<file path="src/rtl/core_pkg.sv">
// Shared bus types, region codes, register offsets
// and default constants for the digital core
package core_pkg;

    //--------------------
    // Bus types
    //--------------------
    typedef logic [31:0] wb_data_t;   // Wishbone data word
    typedef logic [31:0] wb_addr_t;   // Wishbone byte address
    typedef logic [3:0]  wb_sel_t;    // Byte enables
    typedef logic [7:0]  reg_addr_t;  // Offset inside register block

    // Soft resets, all active low
    // bit 0 cpu, bit 1 spi, bit 2 sdram
    typedef logic [2:0]  rst_ctrl_t;

    typedef logic [2:0]  user_irq_t;  // User interrupt lines

    //--------------------
    // Region codes
    //--------------------
    // Taken from address bits 31..28
    localparam logic [3:0] REGION_SPIM  = 4'h1;  // Slave removed
    localparam logic [3:0] REGION_SDRAM = 4'h2;  // Slave removed
    localparam logic [3:0] REGION_GLBL  = 4'h3;  // Global config block

    //--------------------
    // Register offsets
    //--------------------
    localparam reg_addr_t REG_CTRL   = 8'h00;  // Soft resets [2:0]
    localparam reg_addr_t REG_CLK    = 8'h04;  // cpu ratio [3:0], rtc ratio [15:8]
    localparam reg_addr_t REG_IRQ    = 8'h08;  // user_irq [2:0]
    localparam reg_addr_t REG_IDCODE = 8'h0C;  // Read only

    // Field positions inside REG_CLK
    localparam int CLK_CPU_LSB = 0;
    localparam int CLK_RTC_LSB = 8;

    //--------------------
    // Defaults
    //--------------------
    // Device ID, overridden from the top level
    localparam wb_data_t DEF_IDCODE = 32'h1F5A_0C03;

endpackage : core_pkg

</file>
<file path="src/rtl/clk_div.sv">
// Programmable clock divider
// Output toggles every ratio+1 cycles, stopped low at ratio 0
module clk_div #(
    parameter int DIV_W = 4            // Ratio width
) (
    input  logic             wb_clk_i,
    input  logic             arst_n_i,
    input  logic [DIV_W-1:0] ratio_i,  // Half period minus one
    output logic             clk_o
);

    logic [DIV_W-1:0] cnt;       // Cycles since last toggle
    logic [DIV_W-1:0] ratio_q;   // Ratio in use, reloaded at toggle
    logic             stopped;

    assign stopped = (ratio_q == '0);

    always_ff @(posedge wb_clk_i or negedge arst_n_i) begin
        if (!arst_n_i) begin
            cnt     <= '0;
            ratio_q <= '0;
            clk_o   <= 1'b0;
        end else if (stopped) begin
            // Held low, picks up a new ratio at once
            cnt     <= '0;
            ratio_q <= ratio_i;
            clk_o   <= 1'b0;
        end else if (cnt == ratio_q) begin
            cnt     <= '0;
            ratio_q <= ratio_i;               // New ratio from this toggle on
            clk_o   <= (ratio_i == '0) ? 1'b0 : !clk_o;   // Stop low
        end else begin
            cnt <= cnt + 1'b1;
        end
    end

endmodule : clk_div

</file>
<file path="src/rtl/glbl_cfg.sv">
// Global configuration register block
// Soft resets, user interrupts, device ID and clock divider ratios
module glbl_cfg #(
    parameter core_pkg::wb_data_t DEVICE_IDCODE = core_pkg::DEF_IDCODE,
    parameter int                 CPU_DIV_W     = 4,   // At most 8
    parameter int                 RTC_DIV_W     = 8    // At most 24
) (
    input  logic                wb_clk_i,
    input  logic                arst_n_i,

    // Register bus
    input  logic                reg_cs_i,
    input  logic                reg_wr_i,
    input  core_pkg::reg_addr_t reg_addr_i,
    input  core_pkg::wb_data_t  reg_wdata_i,
    input  core_pkg::wb_sel_t   reg_be_i,
    output core_pkg::wb_data_t  reg_rdata_o,
    output logic                reg_ack_o,

    // Configuration outputs
    output core_pkg::rst_ctrl_t rst_ctrl_o,    // Active low soft resets
    output core_pkg::user_irq_t user_irq_o,
    output logic [CPU_DIV_W-1:0] cpu_ratio_o,
    output logic [RTC_DIV_W-1:0] rtc_ratio_o
);

    import core_pkg::*;

    //--------------------
    // Register images
    //--------------------
    wb_data_t ctrl_word;     // CTRL as a bus word
    wb_data_t clk_word;      // CLK as a bus word
    wb_data_t irq_word;      // IRQ as a bus word
    wb_data_t wmask;         // Byte enables spread to bits
    wb_data_t ctrl_nxt;      // Words after byte merge
    wb_data_t clk_nxt;
    wb_data_t irq_nxt;
    wb_data_t rd_word;       // Read mux result
    logic     wr_en;

    assign wr_en = reg_cs_i && reg_wr_i;

    assign wmask = {{8{reg_be_i[3]}}, {8{reg_be_i[2]}},
                    {8{reg_be_i[1]}}, {8{reg_be_i[0]}}};

    always_comb begin
        ctrl_word = '0;
        ctrl_word[$bits(rst_ctrl_t)-1:0] = rst_ctrl_o;
        irq_word = '0;
        irq_word[$bits(user_irq_t)-1:0] = user_irq_o;
        clk_word = '0;
        clk_word[CLK_CPU_LSB +: CPU_DIV_W] = cpu_ratio_o;
        clk_word[CLK_RTC_LSB +: RTC_DIV_W] = rtc_ratio_o;
    end

    // Byte merge of write data into current value
    always_comb begin
        ctrl_nxt = (ctrl_word & ~wmask) | (reg_wdata_i & wmask);
        clk_nxt  = (clk_word  & ~wmask) | (reg_wdata_i & wmask);
        irq_nxt  = (irq_word  & ~wmask) | (reg_wdata_i & wmask);
    end

    //--------------------
    // Write side
    //--------------------
    // Subsystems stay in reset and clocks stay stopped after reset
    always_ff @(posedge wb_clk_i or negedge arst_n_i) begin
        if (!arst_n_i) begin
            rst_ctrl_o  <= '0;
            user_irq_o  <= '0;
            cpu_ratio_o <= '0;
            rtc_ratio_o <= '0;
        end else if (wr_en) begin
            case (reg_addr_i)
                REG_CTRL: rst_ctrl_o <= ctrl_nxt[$bits(rst_ctrl_t)-1:0];
                REG_IRQ:  user_irq_o <= irq_nxt[$bits(user_irq_t)-1:0];
                REG_CLK: begin
                    cpu_ratio_o <= clk_nxt[CLK_CPU_LSB +: CPU_DIV_W];
                    rtc_ratio_o <= clk_nxt[CLK_RTC_LSB +: RTC_DIV_W];
                end
                default: ;  // IDCODE and holes take no write
            endcase
        end
    end

    //--------------------
    // Read side
    //--------------------
    always_comb begin
        case (reg_addr_i)
            REG_CTRL:   rd_word = ctrl_word;
            REG_CLK:    rd_word = clk_word;
            REG_IRQ:    rd_word = irq_word;
            REG_IDCODE: rd_word = DEVICE_IDCODE;
            default:    rd_word = '0;   // Unlisted offset
        endcase
    end

    // Ack one cycle after select
    always_ff @(posedge wb_clk_i or negedge arst_n_i) begin
        if (!arst_n_i) begin
            reg_ack_o <= 1'b0;
        end else begin
            reg_ack_o <= reg_cs_i;
        end
    end

    // Value before any write in the same access
    always_ff @(posedge wb_clk_i) begin
        if (reg_cs_i) begin
            reg_rdata_o <= reg_wr_i ? '0 : rd_word;
        end
    end

endmodule : glbl_cfg

</file>
<file path="src/rtl/wb_intercon.sv">
// Staged Wishbone interconnect for the external master
// Region decoder, register bus master and error responder
module wb_intercon (
    input  logic               wb_clk_i,       // System clock
    input  logic               arst_n_i,       // Async reset, active low

    // External master
    input  logic               wbd_ext_cyc_i,
    input  logic               wbd_ext_stb_i,
    input  core_pkg::wb_addr_t wbd_ext_adr_i,
    input  logic               wbd_ext_we_i,
    input  core_pkg::wb_data_t wbd_ext_dat_i,
    input  core_pkg::wb_sel_t  wbd_ext_sel_i,
    output core_pkg::wb_data_t wbd_ext_dat_o,
    output logic               wbd_ext_ack_o,
    output logic               wbd_ext_err_o,

    // Register bus to global config
    output logic                reg_cs_o,      // One cycle pulse
    output logic                reg_wr_o,
    output core_pkg::reg_addr_t reg_addr_o,
    output core_pkg::wb_data_t  reg_wdata_o,
    output core_pkg::wb_sel_t   reg_be_o,
    input  core_pkg::wb_data_t  reg_rdata_i,
    input  logic                reg_ack_i      // One cycle after reg_cs_o
);

    import core_pkg::*;

    //--------------------
    // Staging flop
    //--------------------
    logic       busy;          // Transfer in flight
    logic       accept;        // Request taken this edge
    logic       stg_vld;       // Staged request, one cycle
    logic [3:0] stg_region;    // Address bits 31..28
    reg_addr_t  stg_off;       // Byte offset in region
    logic       stg_we;
    wb_data_t   stg_dat;
    wb_sel_t    stg_sel;

    logic       hit_glbl;      // Staged address hits config block
    logic       err_d1;        // Error delay, stage 1
    logic       err_d2;        // Error delay, stage 2

    assign accept = wbd_ext_cyc_i && wbd_ext_stb_i && !busy;

    // Busy until the cycle after the response
    // master drops stb at the edge it sees ack or err
    always_ff @(posedge wb_clk_i or negedge arst_n_i) begin
        if (!arst_n_i) begin
            busy    <= 1'b0;
            stg_vld <= 1'b0;
        end else begin
            stg_vld <= accept;
            if (accept) begin
                busy <= 1'b1;
            end else if (wbd_ext_ack_o || wbd_ext_err_o) begin
                busy <= 1'b0;
            end
        end
    end

    // Request payload, held stable while busy
    always_ff @(posedge wb_clk_i) begin
        if (accept) begin
            stg_region <= wbd_ext_adr_i[31:28];
            stg_off    <= wbd_ext_adr_i[7:0];
            stg_we     <= wbd_ext_we_i;
            stg_dat    <= wbd_ext_dat_i;
            stg_sel    <= wbd_ext_sel_i;
        end
    end

    //--------------------
    // Region decode
    //--------------------
    always_comb begin
        case (stg_region)
            REGION_GLBL:  hit_glbl = 1'b1;
            REGION_SPIM:  hit_glbl = 1'b0;  // No SPI slave behind this
            REGION_SDRAM: hit_glbl = 1'b0;  // No SDRAM slave behind this
            default:      hit_glbl = 1'b0;  // Unmapped
        endcase
    end

    // Register bus, qualifiers straight from staging
    assign reg_wr_o    = stg_we;
    assign reg_addr_o  = stg_off;
    assign reg_wdata_o = stg_dat;
    assign reg_be_o    = stg_sel;

    // Chip select one cycle after staging, error delay runs alongside
    // so both paths answer on the same cycle
    always_ff @(posedge wb_clk_i or negedge arst_n_i) begin
        if (!arst_n_i) begin
            reg_cs_o <= 1'b0;
            err_d1   <= 1'b0;
            err_d2   <= 1'b0;
        end else begin
            reg_cs_o <= stg_vld && hit_glbl;
            err_d1   <= stg_vld && !hit_glbl;
            err_d2   <= err_d1;                // Matches reg_ack_i slot
        end
    end

    //--------------------
    // Response to master
    //--------------------
    always_ff @(posedge wb_clk_i or negedge arst_n_i) begin
        if (!arst_n_i) begin
            wbd_ext_ack_o <= 1'b0;
            wbd_ext_err_o <= 1'b0;
        end else begin
            wbd_ext_ack_o <= reg_ack_i;
            wbd_ext_err_o <= err_d2;
        end
    end

    // Read data only alongside ack, zero otherwise
    always_ff @(posedge wb_clk_i) begin
        wbd_ext_dat_o <= reg_ack_i ? reg_rdata_i : '0;
    end

endmodule : wb_intercon

</file>
<file path="src/rtl/digital_core.sv">
// Top level of the digital core
// Interconnect, global config, cpu and rtc dividers, pad map
module digital_core #(
    parameter core_pkg::wb_data_t DEVICE_IDCODE = core_pkg::DEF_IDCODE,
    parameter int                 CPU_DIV_W     = 4,
    parameter int                 RTC_DIV_W     = 8
) (
    input  logic               wb_clk_i,       // System clock
    input  logic               arst_n_i,       // Async reset, active low

    // External Wishbone master
    input  logic               wbd_ext_cyc_i,
    input  logic               wbd_ext_stb_i,
    input  core_pkg::wb_addr_t wbd_ext_adr_i,
    input  logic               wbd_ext_we_i,
    input  core_pkg::wb_data_t wbd_ext_dat_i,
    input  core_pkg::wb_sel_t  wbd_ext_sel_i,
    output core_pkg::wb_data_t wbd_ext_dat_o,
    output logic               wbd_ext_ack_o,
    output logic               wbd_ext_err_o,

    // Pads
    output logic [37:0]        io_out_o,
    output logic [37:0]        io_oeb_o,       // Low drives the pad

    output core_pkg::user_irq_t user_irq_o
);

    import core_pkg::*;

    //--------------------
    // Register bus
    //--------------------
    logic      reg_cs;
    logic      reg_wr;
    reg_addr_t reg_addr;
    wb_data_t  reg_wdata;
    wb_sel_t   reg_be;
    wb_data_t  reg_rdata;
    logic      reg_ack;

    // Configuration
    rst_ctrl_t            rst_ctrl;      // cpu, spi, sdram resets
    logic [CPU_DIV_W-1:0] cpu_ratio;
    logic [RTC_DIV_W-1:0] rtc_ratio;
    logic                 cpu_clk;
    logic                 rtc_clk;

    wb_intercon u_intercon (
        .wb_clk_i      (wb_clk_i),
        .arst_n_i      (arst_n_i),
        .wbd_ext_cyc_i (wbd_ext_cyc_i),
        .wbd_ext_stb_i (wbd_ext_stb_i),
        .wbd_ext_adr_i (wbd_ext_adr_i),
        .wbd_ext_we_i  (wbd_ext_we_i),
        .wbd_ext_dat_i (wbd_ext_dat_i),
        .wbd_ext_sel_i (wbd_ext_sel_i),
        .wbd_ext_dat_o (wbd_ext_dat_o),
        .wbd_ext_ack_o (wbd_ext_ack_o),
        .wbd_ext_err_o (wbd_ext_err_o),
        .reg_cs_o      (reg_cs),
        .reg_wr_o      (reg_wr),
        .reg_addr_o    (reg_addr),
        .reg_wdata_o   (reg_wdata),
        .reg_be_o      (reg_be),
        .reg_rdata_i   (reg_rdata),
        .reg_ack_i     (reg_ack)
    );

    glbl_cfg #(
        .DEVICE_IDCODE (DEVICE_IDCODE),
        .CPU_DIV_W     (CPU_DIV_W),
        .RTC_DIV_W     (RTC_DIV_W)
    ) u_glbl_cfg (
        .wb_clk_i      (wb_clk_i),
        .arst_n_i      (arst_n_i),
        .reg_cs_i      (reg_cs),
        .reg_wr_i      (reg_wr),
        .reg_addr_i    (reg_addr),
        .reg_wdata_i   (reg_wdata),
        .reg_be_i      (reg_be),
        .reg_rdata_o   (reg_rdata),
        .reg_ack_o     (reg_ack),
        .rst_ctrl_o    (rst_ctrl),
        .user_irq_o    (user_irq_o),    // Straight to the user irq pins
        .cpu_ratio_o   (cpu_ratio),
        .rtc_ratio_o   (rtc_ratio)
    );

    clk_div #(.DIV_W(CPU_DIV_W)) u_cpu_clk (
        .wb_clk_i (wb_clk_i),
        .arst_n_i (arst_n_i),
        .ratio_i  (cpu_ratio),
        .clk_o    (cpu_clk)
    );

    clk_div #(.DIV_W(RTC_DIV_W)) u_rtc_clk (
        .wb_clk_i (wb_clk_i),
        .arst_n_i (arst_n_i),
        .ratio_i  (rtc_ratio),
        .clk_o    (rtc_clk)
    );

    //--------------------
    // Pad map
    //--------------------
    assign io_out_o = {33'b0, rtc_clk, cpu_clk, rst_ctrl};  // [4] rtc, [3] cpu, [2:0] resets
    assign io_oeb_o = {{33{1'b1}}, 5'b0};                   // Only bits 4..0 driven

endmodule : digital_core

</file>
<file path="config.mk">
export PLATFORM = sky130hd
export DESIGN_NAME = digital_core
export DESIGN_NICKNAME = d
export VERILOG_FILES = /design/src/rtl/core_pkg.sv /design/src/rtl/clk_div.sv /design/src/rtl/glbl_cfg.sv /design/src/rtl/wb_intercon.sv /design/src/rtl/digital_core.sv
export SDC_FILE = /design/constraint.sdc
export NUM_CORES = 1
export LEC_CHECK = 0
export ABC_CLOCK_PERIOD_IN_PS = 3050
export BUFFER_PORTS_ARGS = -buffer_cell sky130_fd_sc_hd__buf_4
export CAP_MARGIN = 20
export CORE_ASPECT_RATIO = 1.75
export CORE_MARGIN = 2
export CORE_UTILIZATION = 50
export CTS_CLUSTER_DIAMETER = 50
export DETAILED_ROUTE_END_ITERATION = 10
export PLACE_DENSITY_LB_ADDON = 0.15
export SYNTH_ARGS = -nofsm -noshare
export SYNTH_HDL_FRONTEND = slang
export SYNTH_SLANG_ARGS = --single-unit
</file>
<file path="constraint.sdc">
create_clock -name wb_clk_i -period 3.05 [get_ports wb_clk_i]
set_input_delay 0.1525 -clock wb_clk_i [delete_from_list [all_inputs] [get_ports wb_clk_i]]
set_output_delay 0.1525 -clock wb_clk_i [all_outputs]
set_load 0.005 [all_outputs]
</file>
# [After elaboration in Yosys (flattened, before gate mapping)]
# Index checks and enable logic that the tools add are counted.
[op_classes] bitwise=8 addsub=2 muxes=18 n_reduce_logical=21 n_eq_ne=6
[op_table] cell="$pmux W29 S4" n=1
[op_table] cell="$and A16 B16 Y16" n=2
[op_table] cell="$mux W8" n=4
[op_table] cell="$logic_not A8 Y1" n=3
[op_table] cell="$eq A8 B4 Y1 const B" n=2
[op_table] cell="$mux W4" n=4
[op_table] cell="$not A16 Y16" n=1
[op_table] cell="$or A16 B16 Y16" n=1
[op_table] cell="$mux W1" n=9
[op_table] cell="$add A8 B1 Y8 const B" n=1
[op_table] cell="$eq A8 B3 Y1 const B" n=1
[op_table] cell="$eq A8 B8 Y1" n=1
[op_table] cell="$logic_not A4 Y1" n=2
[op_table] cell="$and A3 B3 Y3" n=2
[op_table] cell="$or A3 B3 Y3" n=2
[op_table] cell="$reduce_and A2 Y1" n=3
[op_table] cell="$reduce_bool A2 Y1" n=3
[op_table] cell="$logic_and A1 B1 Y1" n=5
[op_table] cell="$add A4 B1 Y4 const B" n=1
[op_table] cell="$eq A4 B2 Y1 const B" n=1
[op_table] cell="$eq A4 B4 Y1" n=1
[op_table] cell="$logic_not A1 Y1" n=4
[op_table] cell="$logic_or A1 B1 Y1" n=1
[word_totals] output_inout_bits=113 elab_cells=80 ff_bits=147 input_bits=73

# [Longest topological paths before layout]
# Gate-level depths: netlist of the first run.
[logic_depth] word_depth=4 depth_mapped=5 ltp_nobuf=5

# [Cells and area by module]
# From an unflattened synthesis of the first run, not the netlist that was laid out.
[hier_totals] hier_cells=415 hier_area_um2=5880.6
[modules_own_cells] module="wb_intercon" instances=1 cells_each=130 area_each_um2=2547.4 seq_area_each_um2=2287.2
[modules_own_cells] module="glbl_cfg" instances=1 cells_each=109 area_each_um2=1511.4 seq_area_each_um2=865.8
[modules_own_cells] module="clk_div at u_rtc_clk" instances=1 cells_each=69 area_each_um2=819.5 seq_area_each_um2=425.4
[modules_own_cells] module="digital_core" instances=1 cells_each=75 area_each_um2=555.5 seq_area_each_um2=0.0
[modules_own_cells] module="clk_div at u_cpu_clk" instances=1 cells_each=32 area_each_um2=446.7 seq_area_each_um2=225.2

# [Least setup slack after synthesis of the first run]
# No wires, ideal clock.
[synth_path] kind="register to register" start="register u_intercon.busy" end="register u_intercon.stg_off[0] (netlist: u_intercon.reg_addr_o[0]) (enable)" required_ns=2.636 period_less_slack_ns=1.998 setup_time_ns=0.414 slack_ns=1.052 path_stages_with_launch=2 path_buffers=0 arrival_time_ns=1.584 cell_sequence="dfrtp_1 nor2_1"
[synth_via] elab_chain_len=2
[synth_rtl] element="from (decl)" line_no="wb_intercon.sv:33" text="logic busy;"
[synth_rtl] element="from (signal assigned)" line_no="wb_intercon.sv:52" text="busy <= 1'b0;"
[synth_rtl] element="from (signal assigned)" line_no="wb_intercon.sv:57" text="busy <= 1'b1;"
[synth_rtl] element="from (signal assigned)" line_no="wb_intercon.sv:59" text="busy <= 1'b0;"
[synth_rtl] element="$logic_not A1 Y1" line_no="wb_intercon.sv:46" text="assign accept = wbd_ext_cyc_i && wbd_ext_stb_i && !busy;"
[synth_rtl] element="$logic_and A1 B1 Y1" line_no="wb_intercon.sv:46"
[synth_rtl] element="named net u_intercon.accept" line_no="wb_intercon.sv:34" text="logic accept;"
[synth_rtl] element="to (signal assigned)" line_no="wb_intercon.sv:68" text="stg_off <= wbd_ext_adr_i[7:0];"
[synth_rtl] element="to (decl)" line_no="wb_intercon.sv:37" text="reg_addr_t stg_off;"
# The timed path passes the listed nets, and every way through them passes these cells.
# A chain may end at the register's enable or synchronous reset.

# [Worst setup path in the final report of the first run]
[layout_path] start="register u_rtc_clk.cnt[5]" end="register u_rtc_clk.ratio_q[2]"
[layout_via] elab_chain_len=2
[layout_rtl] element="from (decl)" line_no="clk_div.sv:12" text="logic [DIV_W-1:0] cnt;"
[layout_rtl] element="from (signal assigned)" line_no="clk_div.sv:33" text="cnt <= cnt + 1'b1;"
[layout_rtl] element="$eq A8 B8 Y1" line_no="clk_div.sv:28" text="end else if (cnt == ratio_q) begin"
[layout_rtl] element="$reduce_bool A2 Y1 (no line)"
[layout_rtl] element="to (signal assigned)" line_no="clk_div.sv:26" text="ratio_q <= ratio_i;"
[layout_rtl] element="to (signal assigned)" line_no="clk_div.sv:30" text="ratio_q <= ratio_i;"
[layout_rtl] element="to (decl)" line_no="clk_div.sv:13" text="logic [DIV_W-1:0] ratio_q;"
# Every way passes these cells.

==> run summary, run 1 <==
The run finished with clean final reports. For hold timing, the worst endpoint is u_intercon.reg_addr_o[4]$_DFFE_PP_. Clock-pin slew was measured on the worst setup and hold paths at 0.07 ns.

CTS saw 105 sinks. The synthesized area per cell is 13.0 um^2. The pre-antenna-repair detailed-routing pass consisted of 4 iterations. The time the worst path needs with I/O delays and setup works out to 2.22 ns. 186 I/O pins were placed. The synthesized-area fraction occupied by ao, oa, aoi and oai cells came out at 0.0123. The final hold violation count came out at 0. No sink is reached through more buffers than the 2 on the longest clock path.

The setup TNS after final layout is 0 ns, and the cell area power density is 524 mW/mm^2. In this run, CTS created clock tree buffers numbering 9. The fraction of post-synthesis cell area in the top cell type by area is 0.283, and the wire length per cell after detailed routing is 12.7 um.

The final design instance area without fill was 0.00540 mm^2. The tools report the startpoint type of the worst setup path as a register. The tools report the startpoint of the most critical hold path as wbd_ext_stb_i. Number of fill cells: 735. Setup repair after global routing left no endpoint under its margin. The run gives 46 as the count of standard-cell rows. The region available for standard cell placement spans 0.00898 mm^2. The tools report the max-slew violation count as 0. In this run the clock root is driven by a sky130_fd_sc_hd__clkbuf_16. The analysis attributes to cell leakage a power of 2.50 nW. The fraction of the yosys area taken by sequential cells came out at 0.601. The source of the worst register-to-register timing path is u_rtc_clk.cnt[5]$_DFF_PN0_. Across the whole layout, storage elements account for 0.00276 mm^2. Once detail routing completed, the nets flagged for antenna violations numbered 0. 0 antenna diodes ended up in the layout.

The area share of fa/ha/maj cells after synthesis was 0.00545; the proportion of layout cells with a drive suffix above 1 was 0.270. The met2 usage in global routing was 0.282. The post-synthesis register bit count is 105. The run gives 0.776 as the last weighted congestion value of the routability-driven placer.

For this run, the number of Yosys warnings is 0. For this block, the routed nets add up to 7190 um of wire. The count of buffers added on input and output ports is 61. In this run the horizontal extent of the chip is 76.5 um. STA puts the critical path data arrival time at 2.44 ns.

Share of the core filled with cells: 0.601. The final setup violation count is 0. The total overflow left after global routing is 0. The synthesized design spends more area on one cell type than any other, namely sky130_fd_sc_hd__dfrtp_1. The clock network latency to the later pin of the worst-skew pair was 0.34 ns.

The category of the critical setup timing path is reg -> reg. The worst register-to-register path ends at u_rtc_clk.ratio_q[2]$_DFFE_PN0P_. In this run, synthesis inferred 40 flip-flops with an integrated enable. Period utilization: 0.729. Max-cap violations in this run came to 0. Post-synthesis instance area: 0.00460 mm^2.

The global-route met1 utilization came out at 0.155. The DRC violation count after routing was 0; the die footprint was 0.0100 mm^2. Of all nets on the critical path, the largest fanout is 12.

Gates resized during post-CTS repair numbered 0. The tightest min-delay check is of the in -> reg type. After synthesis, the largest family of logic cells by area is buffers and inverters. Peak ir drop on the vdd network: 0.000407 V. In this run the cell area measured after placement is 0.00482 mm^2. The tools report the detailed placer's ending HPWL as 5010 um. The starting density of the core is 0.512, and the DRC violation total after the first TritonRoute iteration is 83. The most used flip-flop cell after synthesis was sky130_fd_sc_hd__dfrtp_1. The via count normalized by instance count is 4.46, and the total number of vias is 2520. The worst reg2reg path depth was 5; the final worst clock skew was 0.00580 ns. The netlist uses 34 different library cells.

Relative to the synthesized area, the layout overhead comes to 17.4%. The worst slew margin relative to its limit is 0.383, and the via count of the first global-routing pass is 2402. The hold-critical path depth works out to 3. TritonCTS built the clock tree. The mux cell area share after synthesis was 0.0825. Met3 demand-to-capacity share in global routing: 0.0350.

Synthesis produced a netlist whose cell count is 353. Static timing analysis puts the maximum clock frequency at 450 MHz. For this run, the post-layout net count is 515. The global-route usage over all layers was 0.148. Ranked by total cell area, the synthesized netlist is headed by sky130_fd_sc_hd__dfrtp_1 28%, sky130_fd_sc_hd__edfxtp_1 26%, sky130_fd_sc_hd__buf_4 15%, sky130_fd_sc_hd__mux2_2 7.6%, sky130_fd_sc_hd__dfxtp_1 5.7%.

For the maximum level of the CTS H-tree, the log shows 3. The tools report the maximum number of pins on one net before global-route repair as 53. The slack of the worst reg-to-reg path was 0.83 ns. The transition at the pin with the smallest max-transition slack was 0.920 ns. The die is 131 um tall. The simple logic cell fraction of the synthesized area came out at 0.103. STA puts the critical path data required time at 3.27 ns. The layer flagged by global routing as most heavily used is met2.

The first global-routing pass estimated 11400 um of wire. The share of async-settable or async-resettable flops after synthesis came out at 0.495. The tools report the type of element capturing the critical path as a register. In the final layout, the multi-input gates occupy 0.00142 mm^2. The number of antenna violations at the first check in global routing was 0; the share of the synthesized netlist area taken by xor and xnor gates was 0.0381.
==> cells in the mapped netlist, types with 2 or more instances <==
cell / count
sky130_fd_sc_hd__conb_1: 2
sky130_fd_sc_hd__nor2_1: 19
sky130_fd_sc_hd__and2_1: 22
sky130_fd_sc_hd__ha_1: 2
sky130_fd_sc_hd__clkbuf_1: 3
sky130_fd_sc_hd__o221a_2: 2
sky130_fd_sc_hd__xor2_1: 7
sky130_fd_sc_hd__mux2_2: 31
sky130_fd_sc_hd__mux2i_1: 3
sky130_fd_sc_hd__nor2b_1: 2
sky130_fd_sc_hd__nand3_1: 6
sky130_fd_sc_hd__inv_1: 3
sky130_fd_sc_hd__nor4_1: 7
sky130_fd_sc_hd__dfrtp_1: 52
sky130_fd_sc_hd__buf_4: 92
sky130_fd_sc_hd__nor3_1: 8
sky130_fd_sc_hd__edfxtp_1: 40
sky130_fd_sc_hd__xnor2_1: 13
sky130_fd_sc_hd__and3_1: 2
sky130_fd_sc_hd__nand2_1: 9
sky130_fd_sc_hd__nand4_1: 3
sky130_fd_sc_hd__dfxtp_1: 13
==> layout make-up <==
class / count / area share
Multi-Input combinational cell: 229 / 0.263
Clock buffer: 9 / 0.0417
Clock inverter: 7 / 0.0128
Inverter: 3 / 0.00209
Tap cell: 120 / 0.0278
Timing Repair Buffer: 92 / 0.141
Sequential cell: 105 / 0.512
==> how the worst max path moves through the flow <==
stage | cells after the start | to | slack (ns) | startpoint
3_3_place_gp | 5 | u_rtc_clk.ratio_q[2]$_DFFE_PN0P_ | 0.85 | u_rtc_clk.cnt[2]$_DFF_PN0_
5_1_grt | 5 | u_rtc_clk.ratio_q[1]$_DFFE_PN0P_ | 0.71 | u_rtc_clk.cnt[4]$_DFF_PN0_
4_1_cts | 5 | u_rtc_clk.ratio_q[2]$_DFFE_PN0P_ | 0.81 | u_rtc_clk.cnt[0]$_DFF_PN0_
3_5_place_dp | 5 | u_rtc_clk.ratio_q[2]$_DFFE_PN0P_ | 0.84 | u_rtc_clk.cnt[0]$_DFF_PN0_
6_report | 5 | u_rtc_clk.ratio_q[2]$_DFFE_PN0P_ | 0.83 | u_rtc_clk.cnt[5]$_DFF_PN0_
2_1_floorplan | 1 | u_intercon.reg_addr_o[0]$_DFFE_PP_ | 1.05 | u_intercon.busy$_DFFE_PN0P_
==> worst max-delay path, stage by stage, from the launching register on <==
cell,delay [ns]
sky130_fd_sc_hd__dfrtp_1,0.43
sky130_fd_sc_hd__xnor2_1,0.18
sky130_fd_sc_hd__nand4_1,0.14
sky130_fd_sc_hd__o21ai_1,0.74
sky130_fd_sc_hd__buf_4,0.28
sky130_fd_sc_hd__mux2_2,0.33
==> routing by layer <==
layer	vias to the layer above	share of wire
li1	1207	-
met1	1191	0.37
met5	-	0
met3	9	0.065
met2	113	0.55
met4	0	0.015
==> what timing repair did <==
action                     4_1_cts  5_1_grt
setup endpoints to repair        0        0
hold buffers                    28        0
buffers inserted                 0        0
hold endpoints to repair        79        0
==> power by group <==
part | total (mW) | internal (mW) | leakage (nW) | switching, mW
logic | 0.150 | 0.0690 | 1.19 | 0.0814
clock network | 1.12 | 0.634 | 0.143 | 0.486
registers | 1.55 | 1.52 | 1.17 | 0.0295
==> cell usage in the layout (no fill, tap or decap), drive strengths merged, types with 3 or more instances in the layout <==
cell type	count
conb	82
buf	64
dfrtp	52
edfxtp	40
mux2	31
dlygate4sd3	28
and2	22
nor2	20
xnor2	13
dfxtp	13
nand2	9
clkbuf	9
nor4	9
nor3	8
xor2	7
nand3	6
inv	4
clkinv	4
nand4	3
mux2i	3
==> kinds of logic after synthesis <==
kind of cell | count (synthesis)
AND/OR/NAND/NOR | 84
multiplexers | 34
XOR/XNOR | 20
flip-flops | 105
buffers and inverters | 99
adder cells (fa/ha/maj) | 2
other | 2
AO/OA/AOI/OAI | 7
==> stage by stage <==
step | instances | total power, mW | hold slack, ns | worst slack, ns
2_1_floorplan | 433 | 1.71 | -0.143 | 1.05
3_3_place_gp | 521 | 1.70 | 0.224 | 0.853
3_5_place_dp | 521 | 1.70 | 0.241 | 0.838
5_1_grt | 565 | 2.93 | 0.248 | 0.707
6_report | 565 | 2.83 | 0.242 | 0.827
4_1_cts | 565 | 2.85 | 0.233 | 0.815
No activity file was read; power rests on OpenSTA's default activity.
==> run 2, diff against run 1 <==
--- a/config.mk
+++ b/config.mk
@@ -5,12 +5,13 @@
 export SDC_FILE = /design/constraint.sdc
 export NUM_CORES = 1
 export LEC_CHECK = 0
-export ABC_CLOCK_PERIOD_IN_PS = 3050
+export ABC_AREA = 1
+export ABC_CLOCK_PERIOD_IN_PS = 1800
 export BUFFER_PORTS_ARGS = -buffer_cell sky130_fd_sc_hd__buf_4
 export CAP_MARGIN = 20
 export CORE_ASPECT_RATIO = 1.75
 export CORE_MARGIN = 2
-export CORE_UTILIZATION = 50
+export CORE_UTILIZATION = 44
 export CTS_CLUSTER_DIAMETER = 50
 export DETAILED_ROUTE_END_ITERATION = 10
 export PLACE_DENSITY_LB_ADDON = 0.15
==> constraint.sdc (replaced) <==
create_clock -name wb_clk_i -period 1.8 [get_ports wb_clk_i]
set_input_delay 0.09 -clock wb_clk_i [delete_from_list [all_inputs] [get_ports wb_clk_i]]
set_output_delay 0.09 -clock wb_clk_i [all_outputs]
set_load 0.005 [all_outputs]
==> run summary, run 2 <==
The largest fanout on the critical path was 13 (+1); the number of nets in the layout was 661 (+28%). The clock edge transition at the registers on the reported setup and hold paths was 0.07 ns (about the same); the synthesized area per cell was 9.74 um^2 (-25%). The run gives 0 (unchanged) as the count of antenna-violating nets left after detailed routing. Cell taking the most area after synthesis: sky130_fd_sc_hd__dfrtp_1. The DRC violation total after the first TritonRoute iteration was 121 (+46%); the share of async-settable or async-resettable flops after synthesis was 0.495 (unchanged).

The setup TNS after final layout came out at 0 ns (unchanged). Traced cell by cell, the critical path runs through inv_1 > nand2_1 > nor3_1 > nand2_1 > nand2_4 > nand2_1 > nand2_1. The type of element capturing the critical path was a register. The placed standard-cell area is 0.00509 mm^2 (+5.6%), and the worst slew margin relative to its limit is 0.540 (+0.157). The worst hold path belongs to the class in -> reg. The logs give 53 (unchanged) for the maximum number of pins on one net before global-route repair and 12800 um (+12%) for the wire length of the first global-routing pass. The max-slew violation count is 0 (unchanged), and the CTS sink count is 105 (unchanged). The peak ir drop on the vdd network is 0.000557 V (+37%).

For the number of primary I/O pins, the log shows 186 (unchanged). The TritonCTS buffer count is 9 (unchanged), and the count of unique library cells instantiated by Yosys is 32 (-5.9%). For the detailed placer's ending HPWL, the log shows 5870 um (+17%). The post-synthesis register bit count works out to 105 (unchanged). Cell leakage power: 2.81 nW (+12%). The period utilization came out at 0.847 (+0.119).

For the aggregate global routing overflow, the log shows 0 (unchanged). The via count of the first global-routing pass is 2832 (+18%), and the hold buffer count at cts is 28 (unchanged). The worst reg2reg path depth is 7 (+2). The cell area power density works out to 783 mW/mm^2 (+50%). In the post-synthesis netlist, the biggest area contributors are sky130_fd_sc_hd__dfrtp_1 27%, sky130_fd_sc_hd__edfxtp_1 25%, sky130_fd_sc_hd__buf_4 14%, sky130_fd_sc_hd__nand2_1 8.1%, sky130_fd_sc_hd__dfxtp_1 5.3%.

The path with the worst hold slack has its endpoint at u_intercon.busy$_DFFE_PN0P_. The logs give 0 (unchanged) for the number of antenna cells inserted and 0 (unchanged) for the DRC violation count after routing. The fraction of post-synthesis cell area in the top cell type by area was 0.266 (-0.0170); the wire length per cell after detailed routing was 11.0 um (-13%). The proportion of layout cells with a drive suffix above 1 works out to 0.171 (-0.0988).

The standard cell with the maximum stage delay on the critical path is sky130_fd_sc_hd__dfrtp_1. The run gives 0 (unchanged) as the final setup violation count. For the detailed-route wire length, the log shows 7990 um (+11%). The logs give 2.08 ns (-1.19 ns) for the required time of the worst setup path and 0.813 (+4.7%) for the last weighted congestion value of the routability-driven placer.

The tools report the slack of the worst reg-to-reg path as 0.27 ns (-0.55 ns). The combined buffer and inverter count along the critical path was 1 (unchanged). TritonCTS built the clock tree. Die height: 143 um (+9.7%). The number of detailed-route iterations in the first pass came out at 4 (unchanged). Global-route met1 utilization: 0.138 (-0.0170). For the achievable clock frequency, the log shows 656 MHz (+46%). The time the worst path needs with I/O delays and setup is 1.53 ns (-0.698 ns), and the met3 demand-to-capacity share in global routing is 0.0287 (-0.00631). The flow ran to the end, and the final reports show no timing, DRC or antenna violations. The run gives 0 (unchanged) as the number of antenna violations at the first check in global routing. STA classifies the critical path startpoint as a register. Most crowded layer after global routing: met2.

The count of mapped cells out of synthesis is 502 (+42%), and the die footprint is 0.0120 mm^2 (+20%). Setup repair after global routing left no endpoint under its margin. Cell occurring most often along the worst timing path: sky130_fd_sc_hd__nand2_1. The startpoint identified for the worst hold timing path is wbd_ext_stb_i. The number of buffers added for setup after CTS is 0 (unchanged). The library cells used most frequently in the layout, excluding fill and tap cells, are 106 x sky130_fd_sc_hd__nand2_1, 82 x sky130_fd_sc_hd__conb_1, 63 x sky130_fd_sc_hd__buf_4, 57 x sky130_fd_sc_hd__inv_1, 52 x sky130_fd_sc_hd__dfrtp_1. In this run the critical register-to-register path is launched from u_rtc_clk.ratio_q[1]$_DFFE_PN0P_.

The final hold violation count is 0 (unchanged). The area growth from synthesis to final layout is 15.5%, and the via count normalized by instance count is 4.31 (-3.5%). The post-cts gate resize count came out at 0 (unchanged). For the final worst clock skew, the log shows 0.00653 ns (+0.000731 ns). Worst stage delay on the critical path: 0.40 ns (-0.34 ns). The transition at the pin with the smallest max-transition slack is 0.691 ns (-0.229 ns).

The endpoint of the most critical register-to-register path was u_rtc_clk.ratio_q[1]$_DFFE_PN0P_. The tools report the clock network latency to the later pin of the worst-skew pair as 0.34 ns (about the same). The worst setup path is of the reg -> reg kind.

The total number of vias was 3113 (+24%). The run gives 0.136 (-0.0124) as the global-route usage over all layers. Leaving out fill and tap cells, the most frequent cell in the layout is sky130_fd_sc_hd__nand2_1.

The run gives 0 (unchanged) as the count of synthesis-stage warnings from yosys. The fraction of the yosys area taken by sequential cells is 0.565 (-0.0361), and the starting density of the core is 0.446 (-0.0663). The count of buffers from port buffering works out to 61 (unchanged).

Grouping stages by cell kind, the critical path spends the most delay in simple AND/OR/NAND/NOR gates. Maximum level of the CTS H-tree: 3 (unchanged). The area of the core region is 0.0110 mm^2 (+22%). Most used standard cell by instance count after synthesis: sky130_fd_sc_hd__nand2_1. Most used flip-flop cell after synthesis: sky130_fd_sc_hd__dfrtp_1. The run gives 0.00489 mm^2 (+6.4%) as the post-synthesis instance area. The critical path arrival was 1.81 ns (-0.63 ns); the die extent in x was 83.7 um (+9.4%).

The cell chosen for the clock root is sky130_fd_sc_hd__clkbuf_16. For the max-capacitance violation count, the log shows 0 (unchanged). For the final total power, the log shows 4.42 mW (+56%).

The clock tree buffer depth was 2 (unchanged); the final design instance area without fill was 0.00565 mm^2 (+4.6%). For the count of standard-cell rows, the log shows 51 (+11%). After synthesis, the most frequently instantiated cells are 106 x sky130_fd_sc_hd__nand2_1, 93 x sky130_fd_sc_hd__buf_4, 57 x sky130_fd_sc_hd__inv_1, 52 x sky130_fd_sc_hd__dfrtp_1, 41 x sky130_fd_sc_hd__nor2_1. The hold-critical path depth is 3 (unchanged), and the met2 usage in global routing is 0.261 (-0.0210). Count of flip-flops with a built-in enable after synthesis: 40 (unchanged).
==> run 2: logic make-up after synthesis <==
group,count (synthesis),synth area share
simple gates,197,0.177
buf+inv,158,0.196
flops,105,0.565
compound gates,26,0.0333
xor+xnor,12,0.0215
fa+ha+maj,2,0.00512
other cells,2,0.00154
==> run 2: how the worst max path moves through the flow <==
stage | start | cells after the start | endpoint
final | u_rtc_clk.ratio_q[1]$_DFFE_PN0P_ | 7 | u_rtc_clk.ratio_q[1]$_DFFE_PN0P_
after CTS | u_rtc_clk.ratio_q[1]$_DFFE_PN0P_ | 7 | u_rtc_clk.ratio_q[1]$_DFFE_PN0P_
after detailed placement | u_rtc_clk.ratio_q[5]$_DFFE_PN0P_ | 7 | u_rtc_clk.ratio_q[1]$_DFFE_PN0P_
after global placement | u_rtc_clk.ratio_q[5]$_DFFE_PN0P_ | 7 | u_rtc_clk.ratio_q[7]$_DFFE_PN0P_
after global routing | u_rtc_clk.ratio_q[5]$_DFFE_PN0P_ | 7 | u_rtc_clk.ratio_q[4]$_DFFE_PN0P_
after floorplan | u_intercon.busy$_DFFE_PN0P_ | 3 | u_intercon.reg_addr_o[0]$_DFFE_PP_
==> run 2: metal layers <==
layer	vias to the layer above	part of all wire
met4	0	0.021
li1	1566	-
met1	1431	0.36
met5	-	0
met2	102	0.57
met3	14	0.050
==> run 2: power by group <==
part	switching (mW)	leakage [nW]	internal, mW
clock	0.842	0.133	0.943
sequential	0	1.16	2.47
combinational	0.0814	1.52	0.0797
==> run 2: final cells by class <==
class	count	area, um^2
sequential	105	2760
inverter	60	225
clock inverter	6	43.8
fill	1016	5330
multi-input combinational	319	1470
tap	132	165
clock buffer	10	229
timing repair buffer	91	753
==> run 2: stage by stage <==
step	cells	util	hold slack, ns	setup slack, ns
floorplan	582	-	-0.206	0.382
global placement	679	0.464	0.166	0.238
detailed placement	679	0.464	0.175	0.275
CTS	723	0.514	0.0244	0.272
global route	723	0.514	0.0344	0.114
finish	723	0.514	0.0285	0.275
==> run 2: worst reg2reg max path, delay by kind of cell (launching register included) <==
family                 cells  cell delay (ns)
AND/OR/NAND/NOR            6             1.00
flip-flops                 1             0.40
buffers and inverters      1             0.08
==> run 3, diff against run 2 <==
--- a/config.mk
+++ b/config.mk
@@ -6,7 +6,7 @@
 export NUM_CORES = 1
 export LEC_CHECK = 0
 export ABC_AREA = 1
-export ABC_CLOCK_PERIOD_IN_PS = 1800
+export ABC_CLOCK_PERIOD_IN_PS = 1400
 export BUFFER_PORTS_ARGS = -buffer_cell sky130_fd_sc_hd__buf_4
 export CAP_MARGIN = 20
 export CORE_ASPECT_RATIO = 1.75
==> constraint.sdc (replaced) <==
create_clock -name wb_clk_i -period 1.4 [get_ports wb_clk_i]
set_input_delay 0.07 -clock wb_clk_i [delete_from_list [all_inputs] [get_ports wb_clk_i]]
set_output_delay 0.07 -clock wb_clk_i [all_outputs]
set_load 0.005 [all_outputs]
==> run summary, run 3 (synthesis gave the netlist of run 2 again) <==
The type of element capturing the critical path is a register. The tools report the DRC violation count after routing as 0 (unchanged). The run gives 3261 (+4.8%) as the total number of vias.

The path class of the tightest hold or removal check is in -> reg. The final design instance area without fill is 0.00616 mm^2 (+9.2%), and the share of the core filled with cells is 0.562 (+0.0472). The count of buffers from port buffering was 61 (unchanged).

The run gives 0 (unchanged) as the final setup violation count. The CTS sink count came out at 105 (unchanged). The achievable clock frequency was 723 MHz (+10%); the wire length of the first global-routing pass was 13400 um (+4.9%). The cell chosen for the clock root was sky130_fd_sc_hd__clkbuf_16. The run gives 6.40 mW (+45%) as the final total power. Relative to the synthesized area, the layout overhead comes to 26.1%.

Maximum level of the CTS H-tree: 3 (unchanged). DRC violation total after the first TritonRoute iteration: 140 (+16%). The run finished with clean final reports.

The max-capacitance violation count is 0 (unchanged). The worst stage delay on the critical path is 0.38 ns (-0.02 ns), and the number of nets in the layout is 688 (+4.1%). The cell area power density was 1040 mW/mm^2 (+33%). Maximum number of pins on one net before global-route repair: 29 (-45%). In this design, the largest share of critical-path delay is due to simple AND/OR/NAND/NOR gates.

The logs give 186 (unchanged) for the number of primary I/O pins and 2 (unchanged) for the clock tree buffer depth. The count of standard-cell rows came out at 51 (unchanged). Hold-critical path depth: 3 (unchanged). The die height was 143 um (unchanged); the global-route usage over all layers was 0.145 (+0.00858).

The run gives 8670 um (+8.6%) as the detailed-route wire length. The via count of the first global-routing pass came out at 3076 (+8.6%). The via count normalized by instance count was 4.35 (+0.98%). The worst register-to-register path ends at u_glbl_cfg.reg_rdata_o[10]$_SDFFCE_PP0P_. The sink of the worst hold path was u_intercon.busy$_DFFE_PN0P_. The wire length per cell after detailed routing is 11.6 um (+4.7%), and the number of detailed-route iterations in the first pass is 4 (unchanged). Startpoint of the most critical hold path: wbd_ext_stb_i. The time the worst path needs with I/O delays and setup is 1.38 ns (-0.142 ns), and the proportion of layout cells with a drive suffix above 1 is 0.249 (+0.0783).

The logs give 6360 um (+8.3%) for the detailed placer's ending HPWL and 1.60 ns (-0.48 ns) for the required time of the worst setup path. The run gives 0.02 ns (-0.26 ns) as the slack of the worst reg-to-reg path. The final hold violation count was 0 (unchanged). The count of antenna-violating nets left after detailed routing came out at 0 (unchanged). The run gives 0.0120 mm^2 (unchanged) as the die footprint. The tools report the TritonCTS buffer count as 9 (unchanged). The critical path starts at u_intercon.reg_addr_o[6]$_DFFE_PP_.

Category of the critical setup timing path: reg -> reg. The cell leakage power was 3.01 nW (+6.9%). Starting density of the core: 0.446 (unchanged). The combined buffer and inverter count along the critical path is 1 (unchanged).

Setup repair after global routing could not meet its margin everywhere. For the clock network latency to the later pin of the worst-skew pair, the log shows 0.35 ns (about the same). The area of the core region was 0.0110 mm^2 (unchanged). The die extent in x was 83.7 um (unchanged); the max-slew violation count was 0 (unchanged). The clock edge transition at the registers on the reported setup and hold paths works out to 0.06 ns (about the same). Last weighted congestion value of the routability-driven placer: 0.794 (-2.3%). The largest fanout on the critical path was 5 (-8); the period utilization was 0.988 (+0.141). The worst reg2reg path depth was 6 (-1). The setup TNS after final layout came out at 0 ns (unchanged). The logs give 0 (unchanged) for the number of antenna cells inserted and 0.000780 V (+40%) for the peak ir drop on the vdd network. TritonCTS built the clock tree. The run gives 1.58 ns (-0.23 ns) as the critical path arrival. The number of antenna violations at the first check in global routing is 0 (unchanged). The standard cell with the maximum stage delay on the critical path was sky130_fd_sc_hd__edfxtp_1. The aggregate global routing overflow was 0 (unchanged). Walking the worst path, the cells encountered are nor2_2 > nand3_4 > nor2_4 > buf_4 > nand3_1 > a21oi_1. The tools report the source of the worst register-to-register timing path as u_intercon.reg_addr_o[6]$_DFFE_PP_.

The placed standard-cell area came out at 0.00526 mm^2 (+3.3%). Most frequent standard cell in the layout excluding fill and tap cells: sky130_fd_sc_hd__nand2_1. For the final worst clock skew, the log shows 0.00674 ns (+0.000206 ns). STA classifies the critical path startpoint as a register. The library cells used most frequently in the layout, excluding fill and tap cells, are 95 x sky130_fd_sc_hd__nand2_1, 83 x sky130_fd_sc_hd__buf_4, 82 x sky130_fd_sc_hd__conb_1, 54 x sky130_fd_sc_hd__inv_1, 52 x sky130_fd_sc_hd__dfrtp_1.
## run 3: per-layer routing
metal,GRT usage,share of wire
met5,0,0
met4,0.0823,0.028
met3,0.0368,0.050
met2,0.283,0.58
met1,0.131,0.34
## run 3: power breakdown
group          leakage [nW]  internal, mW  switching, mW
Sequential             1.16          3.18              0
Combinational          1.67         0.110          0.106
Clock                 0.174          1.93           1.08
Total                  3.01          5.22           1.18
## run 3: final cells by class
cell class	count	area (um^2)
repair buffers	118	1020
inverters	60	231
fillers	979	4810
flip-flops and latches	105	2760
multi-input cells	319	1620
well taps	132	165
clock inverters	7	140
clock buffers	9	225
## run 3: how the worst max path moves through the flow
stage                                          endpoint  slack, ns  cells after the start
2_1_floorplan                                  register       0.02                      7
3_3_place_gp                                   register       0.05                      6
3_5_place_dp                                   register      -0.03                      6
4_1_cts         u_glbl_cfg.reg_rdata_o[3]$_SDFFCE_PP0P_      -0.02                      5
5_1_grt                                        register      -0.10                      7
6_report       u_glbl_cfg.reg_rdata_o[10]$_SDFFCE_PP0P_       0.02                      6
## run 3: repair_timing
item                                    CTS  global route
endpoints found under the hold margin    79             0
endpoints found under the setup margin    6            43
hold buffers                             28             0
cloned                                    0             1
resized for setup                         2            41
pin swaps                                 0            13
setup buffers                             0             9
## run 3: worst min-delay path, delay by kind of cell
| family | cells | cell delay [ns] |
|---|---|---|
| buffers and inverters | 1 | 0.08 |
| AND/OR/NAND/NOR | 1 | 0.14 |
| AO/OA/AOI/OAI | 1 | 0.11 |
## run 3: metrics by stage
stage / hold WS (ns) / worst slack, ns / std cells
2_1_floorplan: -0.226 / 0.0209 / 582
3_3_place_gp: -0.0105 / 0.0456 / 696
3_5_place_dp: -0.0114 / -0.0313 / 696
4_1_cts: 0.103 / -0.0153 / 740
5_1_grt: 0.127 / -0.104 / 750
6_report: 0.0927 / 0.0166 / 750
